### src/common/mm_pkg.sv
`default_nettype none

package mm_pkg;

  localparam int lanes = 4;  // 8-bit lanes per memory word, lane 0 in the low byte

  typedef logic [15:0]        dim_t;
  typedef logic [31:0]        word_t;
  typedef logic signed [31:0] acc_t;

  // command words hold a dimension pair and the flag word holds one code
  typedef union packed {
    dim_t [1:0] dims;  // [1] upper half, [0] lower half
    word_t      code;
  } ctrl_word_u;

  // flag word handshake between host and engine
  localparam word_t flag_start  = 32'h5a5a_0001;
  localparam word_t flag_busy   = 32'h5a5a_0002;
  localparam word_t flag_finish = 32'h5a5a_0003;

  // control block word map
  localparam logic [1:0] addr_flag = 2'd0;
  localparam logic [1:0] addr_com1 = 2'd1;  // {P, M}
  localparam logic [1:0] addr_com2 = 2'd2;  // {0, N}

endpackage

`default_nettype wire
### src/source/ctrl_regs.sv
`default_nettype none

module ctrl_regs (
  input  logic               arm_clk,
  input  logic               rst,
  input  logic               host_we,
  input  logic [1:0]         host_addr,
  input  mm_pkg::ctrl_word_u host_wdata,
  input  logic               eng_flag_we,
  input  mm_pkg::word_t      eng_flag_code,
  output mm_pkg::ctrl_word_u com1,
  output mm_pkg::ctrl_word_u com2,
  output mm_pkg::ctrl_word_u flag
);
  import mm_pkg::*;

  always_ff @(posedge arm_clk or posedge rst) begin
    if (rst) begin
      com1 <= '0;
      com2 <= '0;
      flag <= '0;
    end else if (host_we) begin
      case (host_addr)
        addr_flag: flag <= host_wdata;
        addr_com1: com1 <= host_wdata;
        addr_com2: com2 <= host_wdata;
        default: ;  // word 3 unmapped
      endcase
    end else if (eng_flag_we) begin
      flag.code <= eng_flag_code;  // engine only ever touches the flag
    end
  end

  // host and engine take turns on the flag word
  assert property (@(posedge arm_clk) disable iff (rst) !(host_we && eng_flag_we))
    else $error("host and engine wrote the control block in the same cycle");

endmodule

`default_nettype wire

### config.mk
export PLATFORM = sky130hd
export DESIGN_NAME = ctrl_regs
export DESIGN_NICKNAME = d
export VERILOG_FILES = /design/src/common/mm_pkg.sv /design/src/source/ctrl_regs.sv
export SDC_FILE = /design/constraint.sdc
export NUM_CORES = 1
export LEC_CHECK = 0
export ABC_AREA = 1
export BUFFER_PORTS_ARGS = -buffer_cell sky130_fd_sc_hd__buf_2
export CAP_MARGIN = 20
export CORE_MARGIN = 2
export CORE_UTILIZATION = 48
export CTS_BUF_LIST = sky130_fd_sc_hd__clkbuf_16
export CTS_CLUSTER_DIAMETER = 150
export DETAILED_ROUTE_END_ITERATION = 10
export GPL_ROUTABILITY_DRIVEN = 0
export PLACE_DENSITY = 0.8
export RECOVER_POWER = 50
export SLEW_MARGIN = 30
export SYNTH_ARGS = -nofsm -noshare
export SYNTH_HDL_FRONTEND = slang
export SYNTH_SLANG_ARGS = --single-unit
### constraint.sdc
create_clock -name arm_clk -period 3.5 [get_ports arm_clk]
set_clock_uncertainty 0.1 [all_clocks]
set_input_delay 0.7 -clock arm_clk [delete_from_list [all_inputs] [get_ports arm_clk]]
set_output_delay 0.7 -clock arm_clk [all_outputs]
set_load 0.01 [all_outputs]
==> results.json <==
{
  "cts_buffers": 9,
  "synth_mux_area_share_pct": 0,
  "cts_resized": 0,
  "synth_top_family_by_area": "simple AND/OR/NAND/NOR gates",
  "cts_tree": "done",
  "cpLargestDelayFamily": "simple AND/OR/NAND/NOR gates",
  "arrival_ns": 2.19,
  "final_common_cell": "nand2_1",
  "num-nets-final": 679,
  "coreArea_sq_mm": 0.00809,
  "seqPwrFrac_pct": 47.3,
  "die_w_um": 94.6,
  "start_util_pct": 48.6,
  "cpMaxStageDelayCell": "nand3b_2",
  "setup_viol": 0,
  "cts-root-buf": "clkbuf_16",
  "synth-compound-area-share_pct": 12.2,
  "cp_max_fo": 44,
  "dp.cells": 703,
  "post_drt_via_cell_ratio": 5.05,
  "violations": "max-capacitance violations, max-slew violations",
  "synth_nets": 522,
  "cts.clk_slew.worst_paths_ns": 0.07,
  "max_stage_delay_ns": 0.77,
  "synth-simple-area-share_pct": 20.3,
  "period_share_pct": 59.5,
  "clkPwrFrac_pct": 33.3,
  "dp_slack_ns": 0.938,
  "status": "complete, but fails checks",
  "rows": 33,
  "ant_nets": 0,
  "setup_tns_ns": 0,
  "port_buffers": 165,
  "die_height_um": 94.6,
  "dr.pass1.iters": 4,
  "hold_buffers": 0,
  "intPower_uw": 2060,
  "syn_inst": 452,
  "power_frac_comb_pct": 19.4,
  "layout_setup_ws_ns": 1.42,
  "antennaDiodeCount": 0,
  "period_needed_ns": 2.08,
  "critical_path_buf_inv_count": 2,
  "grt.overflow.total": 0,
  "rsz0062_at_grt": "no",
  "wl_per_cell_um": 14.6,
  "cp.required_ns": 3.61,
  "dieArea_sq_mm": 0.00894,
  "final_cells": 719,
  "dpl.hpwl_um": 7300,
  "synth_area_sq_mm": 0.00394,
  "final_cell_mix": "nand2_1 (163), buf_2 (126), dfrtp_1 (96)",
  "drt-total-wl_um": 10500,
  "hold_path_class": "reg -> reg",
  "vias": 3632,
  "clk_path_buf_depth": 2,
  "synth_cell_types": 13,
  "antenna_found_initial": 0,
  "tightest_slew_ns": 1.99,
  "p_leak_uw": 0.00280,
  "io_pins": 166,
  "critPathKind": "in -> reg",
  "grt_pass1_wl_um": 16400,
  "fmax_mhz": 480,
  "maxCapViolations": 1,
  "yosysWarnings": 0,
  "clock-sinks": 96,
  "end_kind": "register",
  "grt_pass1_vias": 3478,
  "drtIter0Drc": 154,
  "seq_area_frac_synth_pct": 61.0,
  "finalHoldViolCount": 0,
  "syn_area_per_cell_sq_um": 8.71,
  "yosys_register_bits": 96,
  "drc": 0,
  "switching_share_pct": 29.6,
  "switchingPower_uw": 863,
  "synth_fa_ha_area_share_pct": 0,
  "peakVddDrop_mv": 0.244,
  "slew_viol_final": 45,
  "crit_chain": "buf_2, nand3b_2, buf_4, nand2_1, o21ai_0",
  "whs_ns": 0.388,
  "drive_gt1_share_pct": 24.9,
  "grt_max_degree": 65,
  "pwr_density_cell_mw_per_mm2": 572,
  "cts_setup_buffers": 0,
  "grt_usage_pct": 23.9,
  "synth_xor_area_share_pct": 0,
  "area_delta_synth_final_pct": 29.7,
  "insertion_delay_ns": 0.33,
  "slew_headroom_pct": -33.4,
  "cp-start-kind": "input port",
  "htree_levels": 3
}
power by group through the flow:
stage | sequential, uW | clock, uW | combinational [uW]
5_1_grt | 1400 | 1030 | 636
4_1_cts | 1380 | 989 | 590
3_3_place_gp | 1390 | 0 | 573
6_report | 1380 | 973 | 565
2_1_floorplan | 1470 | 0 | 214
3_5_place_dp | 1390 | 0 | 590
synthesized netlist by cell type (all sizes together):
library cell  count  area share [%]
nand2           163              16
o21ai            96              12
nor2              1           0.095
nand3b            2            0.57
inv              34             3.2
buf              12             1.7
dfrtp            96              61
clkbuf           16             1.6
nand3            32             4.1
area by class of cell:
class / count / area, sq um
fillers: 726 / 2990
flip-flops and latches: 96 / 2400
multi-input cells: 294 / 1290
repair buffers: 174 / 857
clock buffers: 9 / 225
well taps: 105 / 131
inverters: 34 / 129
clock inverters: 7 / 71.3
worst min-delay path: stages, from the launching register on:
cell	delay (ns)
dfrtp_1	0.34
nand2_1	0.05
o21ai_0	0.06
per-layer routing:
metal | track usage [%] | part of all wire, % | vias to the layer above
li1 | - | - | 1756
met1 | 29.4 | 42 | 1705
met2 | 41.0 | 47 | 150
met3 | 5.83 | 8.4 | 21
met4 | 9.18 | 2.1 | 0
met5 | 0 | 0 | -
kinds of logic (layout without fill, tap and decap cells):
kind of cell	after synthesis	in the layout
buffers and inverters	62	224
AO/OA/AOI/OAI	96	96
flip-flops	96	96
AND/OR/NAND/NOR	198	198
sequential cells by signal, indices dropped and copies added, names as in the netlist:
register,flops
com2,32
flag,32
com1,32
per-stage QoR:
stage | area (sq um) | total power (uW) | utilization, %
floorplan | 3940 | 1690 | -
global placement | 4850 | 1960 | 59.9
detailed placement | 4850 | 1980 | 59.9
CTS | 5140 | 2960 | 63.6
global route | 5100 | 3070 | 63.1
finish | 5100 | 2920 | 63.1
final timing paths:
path / startpoint / slack [ns] / endpoint / cells past startpoint
worst min-delay path: com1[30] / 0.39 / com1[30] / 2
min in group asynchronous: rst / 0.76 / com1[8] / 2
max in group asynchronous: rst / 1.57 / flag[24] / 3
worst max-delay path: host_addr[1] / 1.42 / com1[29] / 5
worst max register to register: com1[22] / 2.65 / com1[22] / 2
worst min register to register: com1[30] / 0.39 / com1[30] / 2
Power figures use the tool's default switching activity.
