## src/common/mm_pkg.sv

```systemverilog
`default_nettype none

package mm_pkg;

  localparam int lanes = 4;  // 8-bit lanes per memory word, lane 0 in the low byte

  typedef logic [15:0]        dim_t;
  typedef logic [31:0]        word_t;
  typedef logic signed [31:0] acc_t;

  // command words hold a dimension pair and the flag word holds one code
  typedef union packed {
    dim_t [1:0] dims;  // [1] upper half, [0] lower half
    word_t      code;
  } ctrl_word_u;

  // flag word handshake between host and engine
  localparam word_t flag_start  = 32'h5a5a_0001;
  localparam word_t flag_busy   = 32'h5a5a_0002;
  localparam word_t flag_finish = 32'h5a5a_0003;

  // control block word map
  localparam logic [1:0] addr_flag = 2'd0;
  localparam logic [1:0] addr_com1 = 2'd1;  // {P, M}
  localparam logic [1:0] addr_com2 = 2'd2;  // {0, N}

endpackage

`default_nettype wire
```

## src/source/word_ram.sv

```systemverilog
`default_nettype none

module word_ram #(
  parameter  int depth = 16,
  localparam int aw    = $clog2(depth)
) (
  input  logic          arm_clk,
  input  logic          we,
  input  logic [aw-1:0] waddr,
  input  mm_pkg::word_t wdata,
  input  logic [aw-1:0] raddr,
  output mm_pkg::word_t rdata
);
  import mm_pkg::*;

  word_t mem [depth];

  // registered read, old data on a same-cycle collision
  always_ff @(posedge arm_clk) begin
    if (we) begin
      mem[waddr] <= wdata;
    end
    rdata <= mem[raddr];
  end

endmodule

`default_nettype wire

```

## config.mk

```make
export PLATFORM = sky130hd
export DESIGN_NAME = word_ram
export DESIGN_NICKNAME = d
export VERILOG_FILES = /design/src/common/mm_pkg.sv /design/src/source/word_ram.sv
export SDC_FILE = /design/constraint.sdc
export NUM_CORES = 1
export LEC_CHECK = 0
export ABC_AREA = 1
export BUFFER_PORTS_ARGS = -buffer_cell sky130_fd_sc_hd__buf_2
export CORE_MARGIN = 3
export CORE_UTILIZATION = 50
export CTS_CLUSTER_DIAMETER = 60
export DETAILED_ROUTE_END_ITERATION = 16
export GPL_TIMING_DRIVEN = 1
export PLACE_DENSITY_LB_ADDON = 0.2
export SYNTH_ARGS = -nofsm -noshare
export SYNTH_HDL_FRONTEND = slang
export SYNTH_SLANG_ARGS = --single-unit
```

## constraint.sdc

```tcl
create_clock -name arm_clk -period 2.3 [get_ports arm_clk]
set_input_delay 0.345 -clock arm_clk [delete_from_list [all_inputs] [get_ports arm_clk]]
set_output_delay 0.345 -clock arm_clk [all_outputs]
set_load 0.03 [all_outputs]
```

==> flow_summary.ini, run 1 <==
[outcome]
outcome = completed

[drt]
routed_wl_mm = 54.5
initialDrtViolationCount = 1451
wl_per_cell_um = 19.2
drc_errors = 0
vias_per_cell = 5.22
vias = 14800
dr.pass1.iters = 5
ant_nets = 0

[worst_hold_path]
holdPathEnd = mem[3][15]
holdPathStages = 1
hp-class = in2reg
min_from = wdata[15]

[worst_setup_path]
critical-path-top-delay-family = flip-flops
cp_slowest_cell = dfxtp_1
cpPeakStageDelay_ns = 0.45
crit_type = reg2out
required_ns = 1.96
rrSetupSlack_ns = 1.19
crit_arrival_ns = 1.30
crit_buf_inv = 1
cp_max_fo = 1
reg2reg_to = rdata[28]
crit_path_end_kind = primary output
cp-start-kind = flip-flop
ff2ff_path_depth = 6
r2r_start = mem[13][28]
crit_chain = buf_2

[yosys]
ys_ff_latch = 544
synthDistinctLibCells = 15
synth_top_area_share_pct = 67.6
postSynthCellCount = 2120
synthTopCellsByArea = edfxtp_1, nand2_1, nand3_1
avgSynthCellArea_um2 = 10.7
synthesis.nets = 2162
ys_seq_area_share_pct = 70.5
yosys.area.top_type = edfxtp_1
synth_area_um2 = 22700
ys_warn_count = 0

[timing]
maxSlewHeadroom_pct = 62.0
skew_ns = 0.0129
setup_ws_ns = 0.655
hold_violations = 0
rsz0062_at_grt = false
period_share_pct = 71.5
clock.fmax_mhz = 608
setup_viol = 0
slew_violations = 0
tightest_slew_ns = 0.571
layout_min_cycle_time_ns = 1.64
tns_ns = 0

[clock_tree]
tritoncts = yes
cts_hold_buffers = 0
clock_latency_ns = 0.61
cts_buffer_depth = 3
clkSinkCount = 544
cts-root-buf = clkbuf_16
cts_max_level = 2
ctsResizeCount = 0
path_clk_slew_ns = 0.06
postCtsSetupBuffers = 0
cts_inserted_buffers = 57

[placed_design]
dp_slack_ns = 0.529
io_buffer_count = 73
globalplace.congestion = 0.806
dpl_cell_area_um2 = 23800
dp_hpwl_mm = 30.9

[grt]
grt_max_degree = 114
grt_use_total_pct = 23.1
grt_pass1_vias = 14500
busiest_layer = met2
grt_pass1_wl_mm = 84.5
grt_use_met1_pct = 33.1
grtUsageMet3_pct = 4.22
antenna_found_initial = 4
gr-total-overflow = 0
use_met2_pct = 36.3

[finish]
fin_area_um2 = 25700
layout.area.seq_um2 = 16000
area_growth_pct = 13.2
final_cell_mix = nand2_1, edfxtp_1, inv_1, nand3_1, buf_2
fillers = 3646
final_common_cell = nand2_1
fin_util_pct = 57.7
multi_input_area_um2 = 4670
drive_above_1_share_pct = 9.98
fin_nets = 2237

[power]
leakage_uw = 0.0110
power_density_nw_per_um2 = 846
ir_drop_uv = 568

[run]
drv_cap = 0

[die]
num_io_pins = 74
rows = 77
die_h_um = 219
core_area_um2 = 44600
chipWidth_um = 219
initial_utilization_pct = 51.0
die_area_um2 = 48100
-- cell families after synthesis --
kind of cell	after synthesis	synth area share, %
flops	544	70.5
buf+inv	495	9.54
simple gates	1081	20.0
-- power breakdown --
part / leakage [µW] / internal, µW / switching [µW] / total (µW)
Combinational: 0.00517 / 383 / 1070 / 1450
Sequential: 0.00490 / 11100 / 76.6 / 11200
Clock: 0.000928 / 5470 / 3700 / 9170
Total: 0.0110 / 16900 / 4850 / 21800
-- final cells by class --
cell class | instances | share of cell area [%]
well taps | 592 | 2.88
inverters | 390 | 5.72
flip-flops and latches | 544 | 62.2
repair buffers | 121 | 3.69
diodes | 2 | 0.0194
clock buffers | 81 | 6.33
clock inverters | 27 | 1.01
multi-input cells | 1081 | 18.1
-- metrics by stage --
| stage | hold WS, ns | power, µW | instances |
|---|---|---|---|
| 3_3_place_gp | 0.636 | 12800 | 2728 |
| 3_5_place_dp | 0.650 | 12800 | 2728 |
| 5_1_grt | 0.126 | 22500 | 2836 |
| 4_1_cts | 0.108 | 21900 | 2836 |
| 2_1_floorplan | 0.444 | 12200 | 2120 |
| 6_report | 0.144 | 21800 | 2838 |
-- Yosys cell counts --
library cell / instances
buf_1: 14
buf_12: 1
buf_2: 41
buf_4: 6
buf_6: 29
clkbuf_1: 14
dfxtp_1: 32
edfxtp_1: 512
inv_1: 388
inv_2: 1
inv_4: 1
nand2_1: 677
nand3_1: 385
nand3b_1: 2
nor2_1: 17
-- sequential cells by signal (all words and copies together), names as in the netlist --
signal  count
mem       512
rdata      32
-- worst max path at each step --
stage | from | endpoint | slack (ns) | depth (start not counted)
final | rdata[13] | rdata[13] | 0.66 | 1
after floorplan | waddr[2] | mem[10][0] | -0.04 | 2
after CTS | rdata[13] | rdata[13] | 0.64 | 1
after global routing | rdata[13] | rdata[13] | 0.62 | 1
after global placement | raddr[0] | rdata[26] | 0.55 | 9
after detailed placement | waddr[2] | mem[8][3] | 0.53 | 4
-- metal layers --
layer	vias to the layer above	share of wire, %
met5	-	0.024
met4	2	2.2
met3	95	7.4
met2	548	46
met1	7172	44
li1	7011	-
Note: power is estimated with default switching activity, not from simulation.
==> run 2: changes to the inputs <==
--- a/config.mk
+++ b/config.mk
@@ -5,7 +5,7 @@
 export SDC_FILE = /design/constraint.sdc
 export NUM_CORES = 1
 export LEC_CHECK = 0
-export ABC_AREA = 1
+export ABC_AREA = 0
 export BUFFER_PORTS_ARGS = -buffer_cell sky130_fd_sc_hd__buf_2
 export CORE_MARGIN = 3
 export CORE_UTILIZATION = 50
==> constraint.sdc (replaced) <==
create_clock -name arm_clk -period 1.62 [get_ports arm_clk]
set_input_delay 0.243 -clock arm_clk [delete_from_list [all_inputs] [get_ports arm_clk]]
set_output_delay 0.243 -clock arm_clk [all_outputs]
set_load 0.03 [all_outputs]
==> flow_summary.ini, run 2 <==
[outcome]
outcome = completed

[clock_tree]
cts-root-buf = clkbuf_16
cts_max_level = 2
path_clk_slew_ns = 0.06
clkSinkCount = 544
cts_buffer_depth = 3
tritoncts = yes
postCtsSetupBuffers = 0
cts_inserted_buffers = 54
clock_latency_ns = 0.58

[drt]
routed_wl_mm = 40.7
drc_errors = 0
wl_per_cell_um = 26.1
initialDrtViolationCount = 838
ant_nets = 0
dr.pass1.iters = 5
vias_per_cell = 5.88
vias = 9161

[yosys]
yosys.area.top_type = edfxtp_1
synth_ff_type = edfxtp_1
yosysMostFrequentCell = edfxtp_1
synthAdderAreaFrac_pct = 0
synth_top_area_share_pct = 77.4
synth_compound_area_share_pct = 2.42
netlist_top_cells_count = edfxtp_1, mux4_2, a22oi_1
synthDistinctLibCells = 18
synth-simple-area-share_pct = 1.27
ys_seq_area_share_pct = 80.7
synth_xor_area_share_pct = 0
postSynthCellCount = 838
ys_ff_latch = 544
synthesis.nets = 880
synthTopCellsByArea = edfxtp_1, mux4_2, dfxtp_1
synth.area.mux_share_pct = 14.5
synth_area_um2 = 19900
synth_top_family_by_area = multiplexers
avgSynthCellArea_um2 = 23.7
async_flop_share_pct = 0
synth-edff-count = 512
ys_warn_count = 0

[worst_setup_path]
cp-start-kind = flip-flop
cp_max_fo = 1
required_ns = 1.38
crit_path_end_kind = primary output
crit_chain = buf_2
crit_type = reg2out
critical-path-top-delay-family = flip-flops
cp_slowest_cell = dfxtp_1
cpPeakStageDelay_ns = 0.39
crit_arrival_ns = 1.20
crit_buf_inv = 1

[timing]
setup_viol = 0
period_share_pct = 89.3
slew_violations = 0
maxSlewHeadroom_pct = 24.4
tns_ns = 0
layout_min_cycle_time_ns = 1.45
rsz0062_at_grt = false
skew_ns = 0.0104
hold_violations = 0
clock.fmax_mhz = 691
tightest_slew_ns = 1.13

[worst_hold_path]
hp-class = in2reg

[finish]
largest_reg_flops = 512
drive_above_1_share_pct = 36.3
fin_util_pct = 61.0
fin_nets = 1036
top_register = mem
final_cell_mix = edfxtp_1, mux4_2, buf_2, a22oi_1, clkbuf_16
area_growth_pct = 19.5
final_common_cell = edfxtp_1
largestRegisters = mem: 512 flops, rdata: 32 flops

[grt]
antenna_found_initial = 2
grt_pass1_wl_mm = 61.3
grt_use_total_pct = 20.1
gr-total-overflow = 0
grt_max_degree = 35
grt_pass1_vias = 9573

[power]
leakage_uw = 0.00777
ir_drop_uv = 720
power_density_nw_per_um2 = 1290

[placed_design]
dp_hpwl_mm = 21.9
globalplace.congestion = 0.710
io_buffer_count = 73

[run]
drv_cap = 0

[die]
die_h_um = 205
die_area_um2 = 42100
chipWidth_um = 205
core_area_um2 = 38900
rows = 72
num_io_pins = 74
initial_utilization_pct = 51.0
## run 2: metal layers
layer,track usage (%),wire [µm]
met1,30.1,17900
met2,31.4,19800
met3,3.31,2410
met4,5.17,626
met5,0,13
## run 2: area by class of cell
| type | count | area, µm² |
|---|---|---|
| well taps | 518 | 648 |
| repair buffers | 143 | 1350 |
| clock buffers | 68 | 1530 |
| fillers | 2711 | 15200 |
| clock inverters | 34 | 397 |
| diodes | 1 | 2.50 |
| multi-input cells | 251 | 3790 |
| flip-flops and latches | 544 | 16000 |
## run 2: cell families after synthesis
logic type / Yosys count
AO/OA/AOI/OAI: 64
buffers and inverters: 43
multiplexers: 128
AND/OR/NAND/NOR: 59
flip-flops: 544
## run 2: report_power, final
group          internal [µW]  switching [µW]  leakage (µW)
Sequential             15700             100       0.00489
Clock                   8100            5050      0.000946
Combinational            682             977       0.00193
## run 2: final timing paths
kind	from	end	slack, ns	cells past startpoint
max	rdata[0]	rdata[0]	0.17	1
max reg2reg	mem[3][5]	rdata[5]	0.35	3
min reg2reg	mem[14][6]	rdata[6]	0.67	3
min	wdata[21]	mem[10][21]	0.03	1
## run 2: timing repair
action / CTS / global route
endpoints found under the hold margin: 1 / 0
resized for setup: 0 / 0
hold buffers: 1 / 0
## run 2: stage by stage
step	power (µW)	std cells	setup slack, ns	hold slack, ns	area (µm²)
2_1_floorplan	17100	838	-0.332	0.342	20000
3_3_place_gp	17800	1455	-0.139	0.616	21800
3_5_place_dp	17800	1455	-0.144	0.628	21800
4_1_cts	30900	1558	0.150	0.00335	23700
5_1_grt	31600	1558	0.131	0.0145	23700
6_report	30600	1559	0.173	0.0300	23700
