==> config.mk <==
export PLATFORM = sky130hd
export DESIGN_NAME = host_sequencer
export DESIGN_NICKNAME = d
export VERILOG_FILES = /design/src/common/mm_pkg.sv /design/src/host/host_sequencer.sv
export SDC_FILE = /design/constraint.sdc
export NUM_CORES = 1
export LEC_CHECK = 0
export BUFFER_PORTS_ARGS = -buffer_cell sky130_fd_sc_hd__buf_2
export CAP_MARGIN = 10
export CORE_AREA = 2 2 209 211
export DETAILED_ROUTE_END_ITERATION = 8
export DIE_AREA = 0 0 211 213
export PLACE_DENSITY = 0.75
export SLEW_MARGIN = 0
export SYNTH_ARGS = -nofsm -noshare
export SYNTH_HDL_FRONTEND = slang
export SYNTH_SLANG_ARGS = --single-unit
==> constraint.sdc <==
create_clock -name arm_clk -period 16.14 [get_ports arm_clk]
set_input_delay 1.614 -clock arm_clk [delete_from_list [all_inputs] [get_ports arm_clk]]
set_output_delay 1.614 -clock arm_clk [all_outputs]
set_load 0.005 [all_outputs]
==> src/common/mm_pkg.sv <==
`default_nettype none

package mm_pkg;

  localparam int lanes = 4;  // 8-bit lanes per memory word, lane 0 in the low byte

  typedef logic [15:0]        dim_t;
  typedef logic [31:0]        word_t;
  typedef logic signed [31:0] acc_t;

  // command words hold a dimension pair and the flag word holds one code
  typedef union packed {
    dim_t [1:0] dims;  // [1] upper half, [0] lower half
    word_t      code;
  } ctrl_word_u;

  // flag word handshake between host and engine
  localparam word_t flag_start  = 32'h5a5a_0001;
  localparam word_t flag_busy   = 32'h5a5a_0002;
  localparam word_t flag_finish = 32'h5a5a_0003;

  // control block word map
  localparam logic [1:0] addr_flag = 2'd0;
  localparam logic [1:0] addr_com1 = 2'd1;  // {P, M}
  localparam logic [1:0] addr_com2 = 2'd2;  // {0, N}

endpackage

`default_nettype wire
==> src/host/host_sequencer.sv <==
`default_nettype none

module host_sequencer #(
  parameter  int max_dim = 10,
  localparam int in_aw   = $clog2(max_dim * ((max_dim + mm_pkg::lanes - 1) / mm_pkg::lanes)),
  localparam int out_aw  = $clog2(max_dim * max_dim)
) (
  input  logic               arm_clk,
  input  logic               rst,
  input  logic               start,
  input  mm_pkg::dim_t       dim_m,
  input  mm_pkg::dim_t       dim_n,
  input  mm_pkg::dim_t       dim_p,
  input  logic               fm_valid,
  input  mm_pkg::word_t      fm_word,
  input  logic               wm_valid,
  input  mm_pkg::word_t      wm_word,
  output logic               fm_we,
  output logic [in_aw-1:0]   fm_waddr,
  output mm_pkg::word_t      fm_wdata,
  output logic               wm_we,
  output logic [in_aw-1:0]   wm_waddr,
  output mm_pkg::word_t      wm_wdata,
  output logic               ctrl_we,
  output logic [1:0]         ctrl_addr,
  output mm_pkg::ctrl_word_u ctrl_wdata,
  input  mm_pkg::ctrl_word_u flag,
  output logic [out_aw-1:0]  out_raddr,
  input  mm_pkg::word_t      out_rdata,
  output logic               res_valid,
  output mm_pkg::acc_t       res_data,
  output logic               done
);
  import mm_pkg::*;

  localparam logic [2:0] idle       = 3'd0;
  localparam logic [2:0] load_fm    = 3'd1;
  localparam logic [2:0] load_wm    = 3'd2;
  localparam logic [2:0] write_cmd  = 3'd3;
  localparam logic [2:0] write_flag = 3'd4;
  localparam logic [2:0] wait_flag  = 3'd5;
  localparam logic [2:0] read_out   = 3'd6;
  localparam logic [2:0] finish     = 3'd7;

  logic [2:0] state;
  dim_t       cnt;  // shared by every phase, back to zero at each phase end
  dim_t       m_q;
  dim_t       n_q;
  dim_t       p_q;
  dim_t       fm_last;
  dim_t       wm_last;
  dim_t       mp_last;

  // dimensions and phase lengths, taken with start
  always_ff @(posedge arm_clk) begin
    if (state == idle && start) begin
      m_q     <= dim_m;
      n_q     <= dim_n;
      p_q     <= dim_p;
      fm_last <= dim_t'(dim_n * ((dim_m + lanes - 1) / lanes) - 1);
      wm_last <= dim_t'(dim_n * ((dim_p + lanes - 1) / lanes) - 1);
      mp_last <= dim_t'(dim_m * dim_p - 1);
    end
  end

  always_ff @(posedge arm_clk or posedge rst) begin
    if (rst) begin
      state     <= idle;
      cnt       <= '0;
      res_valid <= 1'b0;
      done      <= 1'b0;
    end else begin
      res_valid <= (state == read_out);  // data lags its address by one cycle
      done      <= (state == finish);
      case (state)
        idle: begin
          if (start) begin
            state <= load_fm;
          end
        end
        load_fm: begin
          if (fm_valid) begin
            if (cnt == fm_last) begin
              cnt   <= '0;
              state <= load_wm;
            end else begin
              cnt <= cnt + 1'b1;
            end
          end
        end
        load_wm: begin
          if (wm_valid) begin
            if (cnt == wm_last) begin
              cnt   <= '0;
              state <= write_cmd;
            end else begin
              cnt <= cnt + 1'b1;
            end
          end
        end
        write_cmd: begin
          if (cnt == dim_t'(1)) begin
            cnt   <= '0;
            state <= write_flag;
          end else begin
            cnt <= cnt + 1'b1;
          end
        end
        write_flag: state <= wait_flag;
        wait_flag: begin
          if (flag.code == flag_finish) begin
            state <= read_out;
          end
        end
        read_out: begin
          if (cnt == mp_last) begin
            cnt   <= '0;
            state <= finish;
          end else begin
            cnt <= cnt + 1'b1;
          end
        end
        finish:  state <= idle;  // last result is on the output now
        default: state <= idle;
      endcase
    end
  end

  assign fm_we    = (state == load_fm) && fm_valid;
  assign fm_waddr = cnt[in_aw-1:0];
  assign fm_wdata = fm_word;
  assign wm_we    = (state == load_wm) && wm_valid;
  assign wm_waddr = cnt[in_aw-1:0];
  assign wm_wdata = wm_word;

  assign out_raddr = cnt[out_aw-1:0];
  assign res_data  = acc_t'(out_rdata);

  // two command words, then the start flag
  always_comb begin
    ctrl_we    = 1'b0;
    ctrl_addr  = addr_flag;
    ctrl_wdata = '0;
    case (state)
      write_cmd: begin
        ctrl_we = 1'b1;
        if (cnt == '0) begin
          ctrl_addr          = addr_com1;
          ctrl_wdata.dims[1] = p_q;
          ctrl_wdata.dims[0] = m_q;
        end else begin
          ctrl_addr          = addr_com2;
          ctrl_wdata.dims[0] = n_q;
        end
      end
      write_flag: begin
        ctrl_we         = 1'b1;
        ctrl_wdata.code = flag_start;
      end
      default: ;
    endcase
  end

  assert property (@(posedge arm_clk) disable iff (rst)
    (state == idle && start) |=>
      (m_q != '0 && n_q != '0 && p_q != '0 &&
       m_q <= max_dim && n_q <= max_dim && p_q <= max_dim))
    else $error("start with a dimension outside 1..max_dim");

endmodule

`default_nettype wire

==> flow_metrics.py <==
metrics = {
    "synthesis": {
        "synth-edff-count": 96,
        "syn-num-nets": 2661,
        "ys_async_sr_fraction_pct": 17.9,
        "synth_area_um2": 19100,
        "yosys.area.top_type": "fa_1",
        "ys_seq_area_share_pct": 17.9,
        "yosysTopAreaCellShare_pct": 29.3,
        "syn-instance-count": 2075,
        "synth_ff_type": "edfxtp_1",
        "synth_seq_cells": 117,
        "ys_top_cells_by_area": "fa_1 29%, edfxtp_1 15%, ha_1 8.3%, inv_1 7.7%, xnor2_1 5.8%",
        "ys_warn_count": 0,
        "synth.distinct_cells": 67,
        "synth.avg_cell_area_um2": 9.19,
    },
    "routing": {
        "totalWireLength_um": 49500,
        "post-route-drc-count": 0,
        "vias": 13700,
        "met2_length_um": 24100,
        "routedLengthMet1_um": 18700,
        "vias_per_cell": 5.26,
        "dr.pass1.iters": 6,
        "dr_wl_met3_um": 4570,
        "drt-initial-drc-count": 1055,
        "top_layer_used": "met4",
        "wire_per_inst_um": 19.1,
        "postRouteAntennaNets": 0,
    },
    "sta": {
        "fin_setup_tns_ps": 0,
        "report.final.hold_viol_count": 0,
        "setup_viol": 0,
        "rsz0062_at_grt": "no",
        "worst_slew_pin_slew_ps": 1110,
        "relSlewSlack_pct": 25.6,
        "fin_crit_sh_pct": 54.5,
        "min_period_ps": 8800,
        "fin_skew_ps": 15.9,
        "max_freq_mhz": 114,
        "slew_violations": 0,
        "setup_slack_ps": 7340,
    },
    "floorplanning": {
        "fp.dieH_um": 213,
        "die_x_um": 211,
        "die_area_um2": 44900,
        "ios": 333,
        "initial_core_util_pct": 44.7,
        "row_count": 76,
        "fp.coreArea_um2": 42700,
    },
    "layout": {
        "layout_common_cells": "389 x inv_1, 291 x nand2_1, 279 x fa_1, 140 x buf_2, 137 x and2_1",
        "drive_above_1_share_pct": 9.29,
        "fin_nets": 2619,
        "design_area_um2": 19900,
        "syn_to_final_growth_pct": 4.56,
        "layout_commonest_cell": "inv_1",
    },
    "clock_tree": {
        "clock_latency_ps": 440,
        "root_buffer": "clkbuf_16",
        "cts_buffers": 17,
        "htree_levels": 4,
        "cts_setup_buffers": 0,
        "hold_buffers": 0,
        "cts_sinks": 117,
        "cts_tree": "done",
        "clk_pin_slew_ps": 70,
        "ctsResizeCount": 0,
        "clockBufferDepth": 2,
    },
    "worst_hold_path": {
        "hold_start": "state[0]$_DFFE_PP0P_",
        "whs_path_depth": 2,
        "holdPathEnd": "state[1]$_DFFE_PP0P_",
        "hp-class": "flip-flop to flip-flop",
    },
    "critical_path": {
        "reg2reg_to": "cnt[13]$_DFFE_PP0P_",
        "cp_slowest_cell": "xor2_1",
        "cpMostUsedCell": "fa_1",
        "worstReg2RegStart": "cnt[4]$_DFFE_PP0P_",
        "crit_path_start_kind": "primary input",
        "crit_required_ps": 16310,
        "cp_top_family": "XOR/XNOR gates",
        "rr_worst_depth": 8,
        "critical_path.max_fanout": 22,
        "timing_worst_setup_path_type": "primary input to flip-flop",
        "cp_cell_sequence": "buf_2, o211ai_1, nor2_1, xor2_1, nand2_1, fa_1, fa_1, inv_1, fa_1, inv_1, fa_1, fa_1, fa_1, xnor2_1, xnor3_1, xnor3_1, xnor3_1, xnor3_1, xnor3_1, xnor2_1, xnor2_1, xnor2_1",
        "worstPathArrival_ps": 8970,
        "end_kind": "flip-flop",
        "timing.critical_path.buf_inv": 3,
        "r2r_slack_ps": 12890,
        "max_stage_delay_ps": 760,
    },
    "grt": {
        "grt_pass1_vias": 14700,
        "antenna_found_initial": 1,
        "grt_use_total_pct": 23.1,
        "grt_max_degree": 57,
        "grt_overflow_total": 0,
        "grt_pass1_wl_um": 79500,
    },
    "flow_run": {
        "cap_violations": 0,
    },
    "run_status": {
        "status": "complete, no violations",
    },
    "pwr": {
        "peakVddDrop_uv": 267,
        "power_mw": 4.71,
        "p_per_area_nw_per_um2": 236,
        "leakagePower_nw": 9.65,
    },
    "placed_design": {
        "dpl_worst_slack_ps": 6970,
        "placed_area_um2": 19300,
        "io_buffer_count": 140,
        "hpwl_um": 38900,
        "gp_routability_congestion": 0.900,
    },
}
[power by group]
part           switching [mW]  total, mW  internal [mW]
registers              0.0769      0.679          0.602
clock network           0.150      0.424          0.273
logic                    1.96       3.61           1.65
total                    2.19       4.71           2.52
[area by class of cell]
type                    instances  area (µm²)
fillers                      3880       22700
clock buffers                  19         433
diodes                          1        2.50
well taps                     546         683
clock inverters                13         204
multi-input cells            1357       13000
repair buffers                151         783
inverters                     389        1460
flip-flops and latches        117        3410
[synth_stat cells (3+ instances only)]
cell type and count:
nor2b_1 11, o21ai_0 24, a21o_1 7, dfrtp_1 21, clkbuf_1 87, buf_4 113
nand3_1 14, ha_1 126, nor3b_1 4, nand4_1 19, nand2_1 291, o211ai_1 3
xnor2_1 127, nor4bb_1 5, maj3_1 6, mux2i_1 21, xnor3_1 8, o21bai_1 8
buf_2 5, or4_1 3, or2_2 4, buf_1 5, and2_1 137, fa_1 279
a21oi_1 28, edfxtp_1 96, o21ai_1 3, o41ai_1 4, nor3_1 14, and3_1 12
xor2_1 58, nor2_1 71, nor4_1 18, nand2b_1 12, inv_1 389
[how the worst max path moves through the flow]
stage / startpoint / to / depth (start not counted)
global route: dim_p[0] / wm_last[15]$_DFFE_PP_ / 22
detailed placement: dim_p[0] / wm_last[15]$_DFFE_PP_ / 22
floorplan: start / fm_last[0]$_DFFE_PP_ / 1
global placement: dim_p[0] / wm_last[15]$_DFFE_PP_ / 22
CTS: dim_p[0] / wm_last[15]$_DFFE_PP_ / 22
finish: dim_p[0] / wm_last[15]$_DFFE_PP_ / 22
[cell families (layout without fill, tap and decap cells)]
| kind of cell | after synthesis | count (layout) | synth area share, % |
|---|---|---|---|
| xor gates and xnor gates | 193 | 193 | 9.44 |
| DFF | 117 | 117 | 17.9 |
| buffers and inverters | 601 | 572 | 14.2 |
| adders and majority gates | 411 | 411 | 37.9 |
| AOI/OAI and AO/OA | 105 | 105 | 3.66 |
| and+or+nand+nor | 625 | 625 | 15.8 |
| other | 0 | 1 | 0 |
| muxes | 23 | 23 | 1.22 |
[routing by layer]
layer / GRT usage [%] / up-vias
li1: - / 6136
met1: 28.1 / 6693
met2: 39.9 / 660
met3: 4.63 / 162
met4: 10.4 / 0
met5: 0 / -
[sequential cells by signal, summed over array words and instances, names as in the netlist]
register and flops:
wm_last 16, fm_last 16, mp_last 16, res_valid 1
n_q 16, p_q 16, state 3, done 1
m_q 16, cnt 16
[tightest hold or removal path, cell delays in order (launching register included)]
cell and delay [ps]:
dfrtp_1 510, nand2_1 130, xnor2_1 60
[stage by stage]
| step | hold slack, ps | cells | utilization (%) |
|---|---|---|---|
| 2_1_floorplan | 567 | 2075 | - |
| 3_3_place_gp | 714 | 2560 | 45.2 |
| 3_5_place_dp | 727 | 2560 | 45.2 |
| 4_1_cts | 738 | 2592 | 46.7 |
| 5_1_grt | 800 | 2593 | 46.7 |
| 6_report | 740 | 2593 | 46.7 |
(Power assumes the default switching activity.)
