[config.mk]
export PLATFORM = sky130hd
export DESIGN_NAME = mm_engine
export DESIGN_NICKNAME = d
export VERILOG_FILES = /design/src/common/mm_pkg.sv /design/src/engine/mm_engine.sv
export SDC_FILE = /design/constraint.sdc
export NUM_CORES = 1
export LEC_CHECK = 0
export ABC_AREA = 1
export ABC_CLOCK_PERIOD_IN_PS = 17700
export BUFFER_PORTS_ARGS = -buffer_cell sky130_fd_sc_hd__buf_2
export CAP_MARGIN = 20
export CORE_ASPECT_RATIO = 0.9
export CORE_MARGIN = 5
export CORE_UTILIZATION = 30
export CTS_BUF_LIST = sky130_fd_sc_hd__clkbuf_4
export DETAILED_ROUTE_END_ITERATION = 6
export GPL_ROUTABILITY_DRIVEN = 0
export SLEW_MARGIN = 10
export SYNTH_ARGS = -nofsm -noshare
export SYNTH_HDL_FRONTEND = slang
export SYNTH_SLANG_ARGS = --single-unit
[constraint.sdc]
create_clock -name arm_clk -period 17.7 [get_ports arm_clk]
set_input_delay 4.425 -clock arm_clk [delete_from_list [all_inputs] [get_ports arm_clk]]
set_output_delay 4.425 -clock arm_clk [all_outputs]
set_load 0.02 [all_outputs]
[src/common/mm_pkg.sv]
`default_nettype none

package mm_pkg;

  localparam int lanes = 4;  // 8-bit lanes per memory word, lane 0 in the low byte

  typedef logic [15:0]        dim_t;
  typedef logic [31:0]        word_t;
  typedef logic signed [31:0] acc_t;

  // command words hold a dimension pair and the flag word holds one code
  typedef union packed {
    dim_t [1:0] dims;  // [1] upper half, [0] lower half
    word_t      code;
  } ctrl_word_u;

  // flag word handshake between host and engine
  localparam word_t flag_start  = 32'h5a5a_0001;
  localparam word_t flag_busy   = 32'h5a5a_0002;
  localparam word_t flag_finish = 32'h5a5a_0003;

  // control block word map
  localparam logic [1:0] addr_flag = 2'd0;
  localparam logic [1:0] addr_com1 = 2'd1;  // {P, M}
  localparam logic [1:0] addr_com2 = 2'd2;  // {0, N}

endpackage

`default_nettype wire
[src/engine/mm_engine.sv]
`default_nettype none

module mm_engine #(
  parameter  int max_dim = 10,
  localparam int in_aw   = $clog2(max_dim * ((max_dim + mm_pkg::lanes - 1) / mm_pkg::lanes)),
  localparam int out_aw  = $clog2(max_dim * max_dim)
) (
  input  logic               arm_clk,
  input  logic               rst,
  input  mm_pkg::ctrl_word_u com1,
  input  mm_pkg::ctrl_word_u com2,
  input  mm_pkg::ctrl_word_u flag,
  output logic [in_aw-1:0]   fm_raddr,
  input  mm_pkg::word_t      fm_rdata,
  output logic [in_aw-1:0]   wm_raddr,
  input  mm_pkg::word_t      wm_rdata,
  output logic               out_we,
  output logic [out_aw-1:0]  out_waddr,
  output mm_pkg::acc_t       out_wdata,
  output logic               flag_we,
  output mm_pkg::word_t      flag_code
);
  import mm_pkg::*;

  localparam int lw = $clog2(lanes);

  localparam logic [1:0] e_idle  = 2'd0;
  localparam logic [1:0] e_walk  = 2'd1;
  localparam logic [1:0] e_drain = 2'd2;

  logic [1:0] state;
  dim_t       m;
  dim_t       n;
  dim_t       p;
  dim_t       m_words;
  dim_t       p_words;
  dim_t       i;
  dim_t       j;
  dim_t       k;
  dim_t       fm_idx;
  dim_t       wm_idx;
  dim_t       out_idx;

  // stage 1, memory data back
  logic              s1_v;
  logic              s1_first;
  logic              s1_last;
  logic [lw-1:0]     s1_il;
  logic [lw-1:0]     s1_jl;
  logic [out_aw-1:0] s1_oaddr;
  // stage 2, registered product
  logic              s2_v;
  logic              s2_first;
  logic              s2_last;
  logic [out_aw-1:0] s2_oaddr;
  acc_t              s2_prod;
  acc_t              acc;

  logic [7:0]         feat;
  logic signed [7:0]  wgt;
  logic signed [16:0] prod;

  assign m = com1.dims[0];
  assign p = com1.dims[1];
  assign n = com2.dims[0];

  assign m_words = dim_t'((m + lanes - 1) / lanes);
  assign p_words = dim_t'((p + lanes - 1) / lanes);

  // column k of features, row k of weights
  assign fm_idx  = dim_t'(k * m_words + i / lanes);
  assign wm_idx  = dim_t'(k * p_words + j / lanes);
  assign out_idx = dim_t'(i * p + j);  // row-major

  assign fm_raddr = fm_idx[in_aw-1:0];
  assign wm_raddr = wm_idx[in_aw-1:0];

  always_ff @(posedge arm_clk or posedge rst) begin
    if (rst) begin
      state     <= e_idle;
      i         <= '0;
      j         <= '0;
      k         <= '0;
      flag_we   <= 1'b0;
      flag_code <= '0;
    end else begin
      flag_we <= 1'b0;
      case (state)
        e_idle: begin
          if (flag.code == flag_start) begin
            flag_we   <= 1'b1;
            flag_code <= flag_busy;
            i         <= '0;
            j         <= '0;
            k         <= '0;
            state     <= e_walk;
          end
        end
        e_walk: begin
          // k innermost, one read pair per cycle
          if (k == n - 1'b1) begin
            k <= '0;
            if (j == p - 1'b1) begin
              j <= '0;
              if (i == m - 1'b1) begin
                i     <= '0;
                state <= e_drain;
              end else begin
                i <= i + 1'b1;
              end
            end else begin
              j <= j + 1'b1;
            end
          end else begin
            k <= k + 1'b1;
          end
        end
        e_drain: begin
          // pipe empty and the last result going out now
          if (out_we && !s1_v && !s2_v) begin
            flag_we   <= 1'b1;
            flag_code <= flag_finish;
            state     <= e_idle;
          end
        end
        default: state <= e_idle;
      endcase
    end
  end

  always_ff @(posedge arm_clk or posedge rst) begin
    if (rst) begin
      s1_v   <= 1'b0;
      s2_v   <= 1'b0;
      out_we <= 1'b0;
    end else begin
      s1_v   <= (state == e_walk);
      s2_v   <= s1_v;
      out_we <= s2_v && s2_last;
    end
  end

  // lane picks, feature unsigned and weight signed
  assign feat = fm_rdata[8*s1_il +: 8];
  assign wgt  = wm_rdata[8*s1_jl +: 8];
  assign prod = $signed({1'b0, feat}) * wgt;

  always_ff @(posedge arm_clk) begin
    s1_first  <= (k == '0);
    s1_last   <= (k == n - 1'b1);
    s1_il     <= i[lw-1:0];
    s1_jl     <= j[lw-1:0];
    s1_oaddr  <= out_idx[out_aw-1:0];
    s2_first  <= s1_first;
    s2_last   <= s1_last;
    s2_oaddr  <= s1_oaddr;
    s2_prod   <= acc_t'(prod);  // sign extended
    out_waddr <= s2_oaddr;
    if (s2_v) begin
      acc <= s2_first ? s2_prod : acc + s2_prod;
    end
  end

  assign out_wdata = acc;  // held for the write cycle

  // results land only between the busy and finish flag updates
  assert property (@(posedge arm_clk) disable iff (rst) out_we |-> flag.code == flag_busy)
    else $error("result write outside a busy run");

endmodule

`default_nettype wire

==> results of run 1 <==
path summary, 6_finish.rpt:
kind,slack [ns],endpoint,cells after the start,start
max,5.02,wm_raddr[4],21,com1[16]
min,0.33,s2_oaddr[1],0,s1_oaddr[1]
max reg2reg,11.96,s2_prod[16],19,s1_jl[0]
min reg2reg,0.33,s2_oaddr[1],0,s1_oaddr[1]
max in group asynchronous,13.17,j[7],3,rst
min in group asynchronous,4.01,k[14],3,rst
cell families after synthesis:
family | count (synthesis) | share of synthesized area [%]
and+or+nand+nor | 965 | 30.09
buffers and inverters | 346 | 10.54
AOI/OAI and AO/OA | 202 | 8.593
adders and majority gates | 171 | 18.61
xor gates and xnor gates | 136 | 8.557
DFF | 134 | 23.59
other | 1 | 0.02694
layout make-up:
| class | count | share of cell area (%) |
|---|---|---|
| clock buffers | 17 | 0.8132 |
| clock inverters | 15 | 1.140 |
| inverters | 273 | 6.530 |
| multi-input cells | 1496 | 58.94 |
| flip-flops and latches | 134 | 20.92 |
| well taps | 608 | 4.847 |
| repair buffers | 211 | 6.809 |
metrics by stage:
stage | cells | util (%) | total power [mW] | setup slack (ns) | area (sq um)
6_report | 2754 | 34.38 | 1.005 | 5.017 | 15690
5_1_grt | 2754 | 34.38 | 1.095 | 4.653 | 15690
4_1_cts | 2754 | 34.38 | 1.018 | 5.018 | 15690
3_5_place_dp | 2722 | 33.71 | 0.7795 | 5.032 | 15390
3_3_place_gp | 2722 | 33.71 | 0.7734 | 5.071 | 15390
2_1_floorplan | 1976 | - | 0.6751 | 5.439 | 14000
cells in the mapped netlist, types with 4 or more instances:
library cell,count
buf_4,36
xor2_1,98
nand4_1,30
dfrtp_1,56
nand2_1,485
a32oi_1,15
nor2_4,6
nor4_1,15
fa_1,60
nand3_1,123
nand3_2,5
a31oi_1,5
nand2_2,4
nor2_2,8
ha_1,111
nor3_1,38
buf_2,9
clkbuf_1,23
inv_2,8
a21oi_1,81
edfxtp_1,32
nor2_1,213
o21bai_1,6
o21ai_2,16
or2_2,18
nand3b_1,11
o21ai_0,50
dfxtp_1,46
inv_1,263
o21ai_1,16
xnor2_1,38
a21o_1,4
metal layers:
| metal | GRT usage [%] | wire length (um) | up-vias |
|---|---|---|---|
| li1 | - | - | 6583 |
| met1 | 19.34 | 17440 | 6253 |
| met2 | 26.63 | 19510 | 302 |
| met3 | 2.623 | 1849 | 37 |
| met4 | 3.463 | 570 | 0 |
| met5 | 0 | 0 | - |
power by group through the flow:
stage               Clock (mW)  Combinational [mW]  Sequential (mW)
floorplan                    0               0.323            0.352
global placement             0               0.414            0.360
detailed placement           0               0.420            0.360
CTS                      0.242               0.423            0.353
global route             0.255               0.485            0.354
finish                   0.230               0.422            0.353
registers in the layout (all words and copies together), names as in the netlist:
signal	count
out_wdata	32
s2_prod	17
i	16
j	16
k	16
out_waddr	7
s1_oaddr	7
s2_oaddr	7
flag_code	2
s1_il	2
s1_jl	2
state	2
flag_we	1
out_we	1
s1_first	1
s1_last	1
s1_v	1
s2_first	1
s2_last	1
s2_v	1
==> metrics.md, run 1 <==
| Metric | Value |
|---|---|
| Reg power frac | `35.1%` |
| Antenna violations before repair | `0` |
| Count of cell types in the netlist | `47` |
| Commonest non-fill, non-tap cell in the layout | `nand2_1` |
| Vias | `13180` |
| Cell Int Power | `0.5990 mW` |
| Setup TNS | `0 ns` |
| RSZ-0062 raised after global routing | `no` |
| Overflow after GRT | `0` |
| Multi-input logic area | `9250 sq um` |
| Top cells by area, synth | `nand2_1 13%, dfrtp_1 10%, ha_1 10%, fa_1 8.6%, inv_1 7.1%` |
| Switching portion of total power | `40.37%` |
| Postcts setup bufs | `0` |
| Final setup viols | `0` |
| Synth Area per Inst | `7.120 sq um` |
| Most used cell, CP | `inv_1` |
| Global-route wire length before repair | `64450 um` |
| Peak supply drop | `0.03117 mV` |
| Post-Synthesis Cell Area | `13920 sq um` |
| Max Cap Violations | `0` |
| Synth-to-layout area growth | `12.75%` |
| Vias in the first global route | `12870` |
| Most frequent cells in the layout | `485 x nand2_1, 262 x inv_1, 212 x nor2_1` |
| Period utilization | `71.65%` |
| CTS Buffer Depth | `2` |
| YS warnings | `0` |
| Routed wire per std cell | `14.30 um` |
| Worst Tran Pin Value | `0.8846 ns` |
| Pleak | `7.864 nW` |
| I/O pin total | `245` |
| CP top delay family | `adder cells` |
| Largest net degree at the start of global routing | `57` |
| Status | `finished, final reports clean` |
| Row cnt | `74` |
| CP max stage delay | `0.53 ns` |
| CORE AREA | `45650 sq um` |
| Req. time, crit path | `13.28 ns` |
| Initial core utilization | `30.49%` |
| Final Max Slew Viols | `0` |
| Fraction of layout cells with a size suffix above 1 | `14.73%` |
| Nets@finish | `2466` |
| Synth top area share | `13.08%` |
| PwrDens | `64.01 nW/um^2` |
| Highest net fanout along the worst path | `10` |
| Hold buffer count at CTS | `0` |
| Worst-path clk slew | `0.11 ns` |
| H-tree levels | `4` |
| Worst-Skew Late Latency | `0.60 ns` |
| Area leader, netlist | `nand2_1` |
| Clk root buf | `clkbuf_4` |
| Critical Path Start Type | `input pin` |
| Hpwl dp | `31860 um` |
| Predominant post-synthesis flop cell | `dfrtp_1` |
| Filler instances | `4895` |
| Crit end category | `primary output` |
| Vias per cell | `4.784` |
| Hold WS | `0.3309 ns` |
| Diodes inserted | `0` |
| Worst Path Buf+Inv | `8` |
| Critical path arrival | `8.26 ns` |
| CTS sink cnt | `134` |
| Port Buffer Count | `206` |
| Setup CP Type | `input pin to primary output` |
| Num CTS Buffers | `17` |
| Post_cts resized | `0` |
| Drt first-iter violations | `784` |
| Cell Chain, Critical Path | `buf_2, inv_2, ha_1, inv_1, nand2_1, nand2_2, nor2_1, fa_1, ha_1, inv_1, fa_1, inv_1, fa_1, xnor2_1, xor2_1, xor2_1, inv_1, nand2_1, nand2_1, inv_1, buf_2` |
| Combinational Power Share | `42.0%` |
| Fin crit period | `12.68 ns` |
| GRT Total Usage | `15.12%` |
| Die W | `237.1 um` |
| Gate Count Post-Synth | `1955` |
| Post-DRT Antenna Nets | `0` |
| Seq/Total Area, Yosys | `23.59%` |
| Hold crit path type | `flop to flop` |
| Final Hold Fails | `0` |
| Synth async-reset ratio | `41.79%` |
| #FFs+latches synth | `134` |
| Die area | `50810 sq um` |
| Die Span Y | `214.4 um` |
| Achievable frequency | `0.07885 GHz` |
| Psw | `0.4055 mW` |
| TritonCTS clock tree | `done` |
| DR pass1 iterations | `5` |
| Sequential cell area | `3283 sq um` |
| Clock network power share | `22.9%` |
| Slowest-stage cell, CP | `fa_1` |
| DRC | `0` |
| Post-Route WL | `39380 um` |
| EDFF count, synth | `32` |
| Layout Skew | `0.02172 ns` |
| Slew margin rel. | `40.96%` |
Note: power is estimated with default switching activity, not from simulation.
==> run 2: changes to the inputs <==
ABC_CLOCK_PERIOD_IN_PS = 13100   (was 17700)
clock period = 13.1 ns   (was 17.7 ns; I/O delays follow)
==> metrics.md, run 2 (synthesis results as in run 1) <==
| Metric | Value |
|---|---|
| Hold crit path type | `flop to flop` |
| Clk root buf | `clkbuf_4` |
| Commonest non-fill, non-tap cell in the layout | `nand2_1` |
| CTS sink cnt | `134 (unchanged)` |
| Combinational Power Share | `40.4% (-1.6 points)` |
| Synth-to-layout area growth | `13.15%` |
| Worst-Skew Late Latency | `0.58 ns (-0.02 ns)` |
| Final Max Slew Viols | `0 (unchanged)` |
| CP max stage delay | `0.54 ns (about the same)` |
| Clock network power share | `25.7% (+2.8 points)` |
| Vias | `13120 (-0.44%)` |
| CTS Buffer Depth | `2 (unchanged)` |
| Psw | `0.5352 mW (+32%)` |
| Switching portion of total power | `38.10% (-2.3 points)` |
| Slew margin rel. | `41.48% (+0.52 points)` |
| Diodes inserted | `0 (unchanged)` |
| Hpwl dp | `31550 um (-0.97%)` |
| Req. time, crit path | `9.82 ns (-3.46 ns)` |
| Most frequent cells in the layout | `485 x nand2_1, 262 x inv_1, 212 x nor2_1` |
| Highest net fanout along the worst path | `10 (unchanged)` |
| Setup CP Type | `input pin to primary output` |
| Max Cap Violations | `0 (unchanged)` |
| Num CTS Buffers | `17 (unchanged)` |
| Post-DRT Antenna Nets | `0 (unchanged)` |
| Initial core utilization | `30.49% (unchanged)` |
| Fraction of layout cells with a size suffix above 1 | `14.64% (-0.086 points)` |
| Slowest-stage cell, CP | `fa_1` |
| DR pass1 iterations | `5 (unchanged)` |
| Postcts setup bufs | `0 (unchanged)` |
| Reg power frac | `33.9% (-1.2 points)` |
| Die W | `237.1 um (unchanged)` |
| Post-Route WL | `38780 um (-1.5%)` |
| Cell Chain, Critical Path | `buf_2, inv_2, ha_1, inv_1, nand2_1, nand2_2, nor2_1, fa_1, ha_1, inv_1, fa_1, inv_1, fa_1, xnor2_1, xor2_1, xor2_1, inv_1, nand2_1, nand2_1, inv_1, buf_2` |
| Nets@finish | `2465 (-0.041%)` |
| CORE AREA | `45650 sq um (unchanged)` |
| H-tree levels | `4 (unchanged)` |
| PwrDens | `89.18 nW/um^2 (+39%)` |
| Achievable frequency | `0.09685 GHz` |
| Port Buffer Count | `206 (unchanged)` |
| Critical path arrival | `7.05 ns (-1.21 ns)` |
| Row cnt | `74 (unchanged)` |
| Worst-path clk slew | `0.13 ns (+0.02 ns)` |
| Filler instances | `4843 (-1.1%)` |
| GRT Total Usage | `14.93% (-0.19 points)` |
| Crit end category | `primary output` |
| Global-route wire length before repair | `63670 um (-1.2%)` |
| Layout Skew | `0.02558 ns (+0.003856 ns)` |
| Drt first-iter violations | `849 (+8.3%)` |
| Die Span Y | `214.4 um (unchanged)` |
| Fin crit period | `10.33 ns` |
| Vias in the first global route | `12750 (-0.90%)` |
| Overflow after GRT | `0 (unchanged)` |
| Critical Path Start Type | `input pin` |
| Worst Tran Pin Value | `0.8758 ns (-0.008766 ns)` |
| Post_cts resized | `0 (unchanged)` |
| Final setup viols | `0 (unchanged)` |
| Hold buffer count at CTS | `0 (unchanged)` |
| Vias per cell | `4.765 (-0.40%)` |
| TritonCTS clock tree | `done` |
| Status | `finished, final reports clean` |
| Peak supply drop | `0.05837 mV (+87%)` |
| RSZ-0062 raised after global routing | `no` |
| Largest net degree at the start of global routing | `57 (unchanged)` |
| Routed wire per std cell | `14.09 um (-1.5%)` |
| Period utilization | `78.82%` |
| Most used cell, CP | `inv_1` |
| Pre-CTS setup slack | `2.772 ns (-2.261 ns)` |
| Largest register FFs | `32 (unchanged)` |
| Cell Int Power | `0.8694 mW (+45%)` |
| Antenna violations before repair | `0 (unchanged)` |
| Final Hold Fails | `0 (unchanged)` |
| I/O pin total | `245 (unchanged)` |
| Final setup margin | `2.774 ns (-2.243 ns)` |
| Pleak | `7.879 nW (+0.20%)` |
| Die area | `50810 sq um (unchanged)` |
| Setup TNS | `0 ns (unchanged)` |
| DRC | `0 (unchanged)` |
## run 2: changes by cell type in the layout (fill, tap and decap cells not counted), sizes merged
cell and change:
clkinv -7, clkbuf +2, buf -1, bufinv +3, clkinvlp +2
## run 2: final cells by class
type | instances | area (sq um) | area share [%]
inverter | 273 | 1025 | 6.506
multi-input combinational | 1496 | 9250 | 58.73
clock buffer | 19 | 142.6 | 0.9056
clock inverter | 13 | 227.7 | 1.446
timing repair buffer | 210 | 1061 | 6.737
tap | 608 | 760.7 | 4.830
sequential | 134 | 3283 | 20.85
## run 2: final timing paths
kind,start,end,slack [ns],depth (start not counted)
max,com1[16],wm_raddr[4],2.77,21
min reg2reg,s1_last,s2_last,0.34,0
min in group asynchronous,rst,k[10],2.87,3
max in group asynchronous,rst,flag_code[28],9.69,3
min,s1_last,s2_last,0.34,0
max reg2reg,s1_jl[0],s2_prod[16],7.36,19
## run 2: critical path, delay by kind of cell
| family | cells | cell delay [ns] |
|---|---|---|
| fa+ha+maj | 5 | 1.98 |
| xor+xnor | 3 | 0.60 |
| buf+inv | 8 | 0.75 |
| simple gates | 5 | 0.44 |
## run 2: per-layer routing
metal  track usage [%]  wire length (um)
met1             19.17             17140
met2             26.59             19270
met3             2.675              1957
met4             2.520               406
met5                 0                 0
## run 2: stage by stage
step | cell area (sq um) | hold WS [ns] | std cells | total power, mW | util, %
floorplan | 14000 | 0.3096 | 1976 | 0.9121 | -
global placement | 15380 | 0.3108 | 2721 | 1.045 | 33.69
detailed placement | 15380 | 0.3143 | 2721 | 1.052 | 33.69
CTS | 15750 | 0.3363 | 2753 | 1.426 | 34.50
global route | 15750 | 0.3456 | 2753 | 1.530 | 34.50
finish | 15750 | 0.3384 | 2753 | 1.405 | 34.50
## run 2: power groups by stage
| stage | sequential (mW) | clock (mW) | combinational (mW) |
|---|---|---|---|
| after global routing | 0.479 | 0.393 | 0.658 |
| final | 0.476 | 0.361 | 0.568 |
| after global placement | 0.486 | 0 | 0.559 |
| after floorplan | 0.476 | 0 | 0.436 |
| after detailed placement | 0.486 | 0 | 0.566 |
| after CTS | 0.477 | 0.378 | 0.571 |
==> run 3: changes to the inputs <==
ABC_AREA = 0   (was 1)
ABC_CLOCK_PERIOD_IN_PS = 10290   (was 13100)
clock period = 10.29 ns   (was 13.1 ns; I/O delays follow)
==> metrics.md, run 3 <==
| Metric | Value |
|---|---|
| Status | `finished, final reports clean` |
| Worst Hold End | `s2_oaddr[0]` |
| Most frequent cells in the layout | `206 x buf_2, 119 x inv_1, 111 x ha_1` |
| Final Max Slew Viols | `0 (unchanged)` |
| Reg-to-Reg End | `s2_prod[16]` |
| Fraction of layout cells with a size suffix above 1 | `17.75% (+3.1 points)` |
| Count of cell types in the netlist | `78 (+66%)` |
| Layout Skew | `0.03597 ns (+0.01039 ns)` |
| Hold buffer count at CTS | `0 (unchanged)` |
| Hold crit path type | `flop to flop` |
| Top cells by area, synth | `dfrtp_1 11%, ha_1 11%, fa_1 9.4%, edfxtp_1 7.5%, dfxtp_1 7.2%` |
| Commonest non-fill, non-tap cell in the layout | `buf_2` |
| Post-Route WL | `34170 um (-12%)` |
| Hpwl dp | `27230 um (-14%)` |
| Die Span Y | `206.1 um (-3.8%)` |
| PwrDens | `127.8 nW/um^2 (+43%)` |
| Largest net degree at the start of global routing | `59 (+3.5%)` |
| Routed wire per std cell | `15.81 um (+12%)` |
| Final setup viols | `0 (unchanged)` |
| Worst-path clk slew | `0.10 ns (-0.03 ns)` |
| RSZ-0062 raised after global routing | `no` |
| Cell Chain, Critical Path | `buf_2, inv_1, ha_1, xnor2_1, and2_1, fa_1, ha_1, inv_1, fa_1, inv_1, fa_1, xnor2_1, xnor2_1, xnor2_1, xnor2_1, xnor2_1, buf_2` |
| Final Hold Fails | `0 (unchanged)` |
| EDFF count, synth | `32 (unchanged)` |
| Largest register FFs | `32 (unchanged)` |
| R2r worst-path depth | `19 (unchanged)` |
| Req. time, crit path | `7.72 ns (-2.10 ns)` |
| DRC | `0 (unchanged)` |
| Die W | `227.9 um (-3.9%)` |
| Vias in the first global route | `10730 (-16%)` |
| Fin crit period | `9.387 ns` |
| Postcts setup bufs | `0 (unchanged)` |
| Placed instance count | `2126 (-22%)` |
| Max Cap Violations | `0 (unchanged)` |
| Port Buffer Count | `206 (unchanged)` |
| Startpoint of the worst register-to-register path | `s1_jl[0]` |
| CP max stage delay | `0.54 ns (about the same)` |
| Post-Synthesis Cell Area | `12820 sq um (-7.9%)` |
| #FFs+latches synth | `134 (unchanged)` |
| Finished Layout Cells | `2161 (-22%)` |
| TritonCTS clock tree | `done` |
| Most used cell, CP | `xnor2_1` |
| Synth-to-layout area growth | `13.81%` |
| HP Start | `s1_oaddr[0]` |
| Vias | `10840 (-17%)` |
| FF-to-FF setup slack | `4.12 ns (-3.24 ns)` |
| Multi-input logic area | `8732 sq um (-5.6%)` |
| Vias per cell | `5.016 (+5.3%)` |
| CORE AREA | `42020 sq um (-7.9%)` |
| Top-count cell post-synth | `inv_1` |
| H-tree levels | `4 (unchanged)` |
| Post-DRT Antenna Nets | `0 (unchanged)` |
| Slowest-stage cell, CP | `fa_1` |
| Final setup margin | `0.9027 ns (-1.872 ns)` |
| Antenna violations before repair | `1 (+1)` |
| Worst-Skew Late Latency | `0.59 ns (about the same)` |
| Drt first-iter violations | `637 (-25%)` |
| Worst Tran Pin Value | `0.8883 ns (+0.01248 ns)` |
| Predominant post-synthesis flop cell | `dfrtp_1` |
| Critical Path Start Type | `input pin` |
| Highest net fanout along the worst path | `12 (+2)` |
| DR pass1 iterations | `5 (unchanged)` |
| CTS sink cnt | `134 (unchanged)` |
| Slew margin rel. | `39.25% (-2.2 points)` |
| Filler instances | `4321 (-11%)` |
| Synth top cells by count | `120 x inv_1, 111 x ha_1, 103 x nand2_1` |
| Initial core utilization | `30.52% (about the same)` |
| Crit end category | `primary output` |
| Synth Area per Inst | `8.985 sq um (+26%)` |
| YS warnings | `0 (unchanged)` |
| I/O pin total | `245 (unchanged)` |
| Area leader, netlist | `dfrtp_1` |
| GRT Total Usage | `14.16% (-0.77 points)` |
| Synth top area share | `10.93% (-2.1 points)` |
| Sequential cell area | `3283 sq um (unchanged)` |
| Pleak | `6.443 nW (-18%)` |
| Synth async-reset ratio | `41.79% (unchanged)` |
| Die area | `46980 sq um (-7.5%)` |
| Setup CP Type | `input pin to primary output` |
| Global-route wire length before repair | `54550 um (-14%)` |
| Period utilization | `91.23%` |
| CTS Buffer Depth | `2 (unchanged)` |
| Row cnt | `71 (-4.1%)` |
| Gate Count Post-Synth | `1427 (-27%)` |
| Pre-CTS setup slack | `0.9418 ns (-1.830 ns)` |
| WHS Path Cells | `0 (unchanged)` |
| Clk root buf | `clkbuf_4` |
| Setup TNS | `0 ns (unchanged)` |
| Post_cts resized | `0 (unchanged)` |
| Overflow after GRT | `0 (unchanged)` |
| Seq/Total Area, Yosys | `25.60% (+2.0 points)` |
| Num CTS Buffers | `17 (unchanged)` |
| Peak supply drop | `0.06490 mV (+11%)` |
| Achievable frequency | `0.1065 GHz` |
| Nets@finish | `1931 (-22%)` |
| Critical path arrival | `6.81 ns (-0.24 ns)` |
-- run 3: cell types whose count changed in the layout (fill, tap and decap cells not counted), moves of 19 or more --
cell / before / now
nor2_1: 212 / 79
or3_1: 0 / 19
xnor2_1: 38 / 99
nand2_1: 485 / 103
inv_1: 262 / 119
nand4_1: 30 / 11
nand2b_1: 0 / 21
nand3_1: 123 / 39
a21oi_1: 81 / 51
xor2_1: 98 / 51
o21ai_0: 50 / 69
and2_1: 0 / 74
o31ai_1: 0 / 20
-- run 3: worst max-delay path by stage --
| stage | startpoint | endpoint | cells past startpoint |
|---|---|---|---|
| finish | com1[16] | wm_raddr[4] | 17 |
| global route | com1[16] | wm_raddr[4] | 17 |
| CTS | com1[16] | wm_raddr[4] | 17 |
| detailed placement | com1[16] | wm_raddr[4] | 17 |
| global placement | com1[16] | wm_raddr[4] | 17 |
| floorplan | com1[16] | wm_raddr[4] | 16 |
-- run 3: cells by family (layout without fill, tap and decap cells) --
logic type | after synthesis | count (layout) | share of synthesized area [%]
simple gates | 484 | 484 | 20.48
compound gates | 261 | 261 | 13.25
buf+inv | 203 | 366 | 6.909
fa+ha+maj | 171 | 171 | 20.20
xor+xnor | 150 | 150 | 10.25
flops | 134 | 134 | 25.60
mux | 23 | 23 | 3.279
other cells | 1 | 25 | 0.02925
-- run 3: routing by layer --
metal  routed length, um  GRT usage (%)
met3                1970          3.723
met4                 437          2.960
met5                   0              0
met1               15150          18.00
met2               16610          24.49
-- run 3: power by group --
part | internal (mW) | total [mW] | switching (mW)
Clock | 0.222 | 0.434 | 0.213
Combinational | 0.358 | 0.781 | 0.423
Sequential | 0.621 | 0.649 | 0.0282
Total | 1.20 | 1.86 | 0.664
-- run 3: metrics by stage --
stage	total power, mW	util [%]	cell area, sq um	hold WS (ns)
floorplan	1.273	-	12900	0.3096
global placement	1.438	33.88	14240	0.3126
detailed placement	1.451	33.88	14240	0.3121
CTS	1.901	34.71	14590	0.3379
global route	2.032	34.72	14590	0.3473
finish	1.865	34.73	14590	0.3355
-- run 3: area by class of cell --
| cell class | instances | share of cell area [%] |
|---|---|---|
| clock buffer | 19 | 0.9775 |
| sequential | 134 | 22.50 |
| tap | 547 | 4.690 |
| multi-input combinational | 1111 | 59.84 |
| inverter | 121 | 3.112 |
| timing repair buffer | 213 | 7.425 |
| antenna | 3 | 0.05144 |
| clock inverter | 13 | 1.406 |
-- run 3: worst max-delay path, delay by kind of cell --
| family | cells | cell delay, ns |
|---|---|---|
| and+or+nand+nor | 1 | 0.23 |
| buffers and inverters | 5 | 0.68 |
| adders and majority gates | 5 | 1.99 |
| xor gates and xnor gates | 6 | 1.34 |
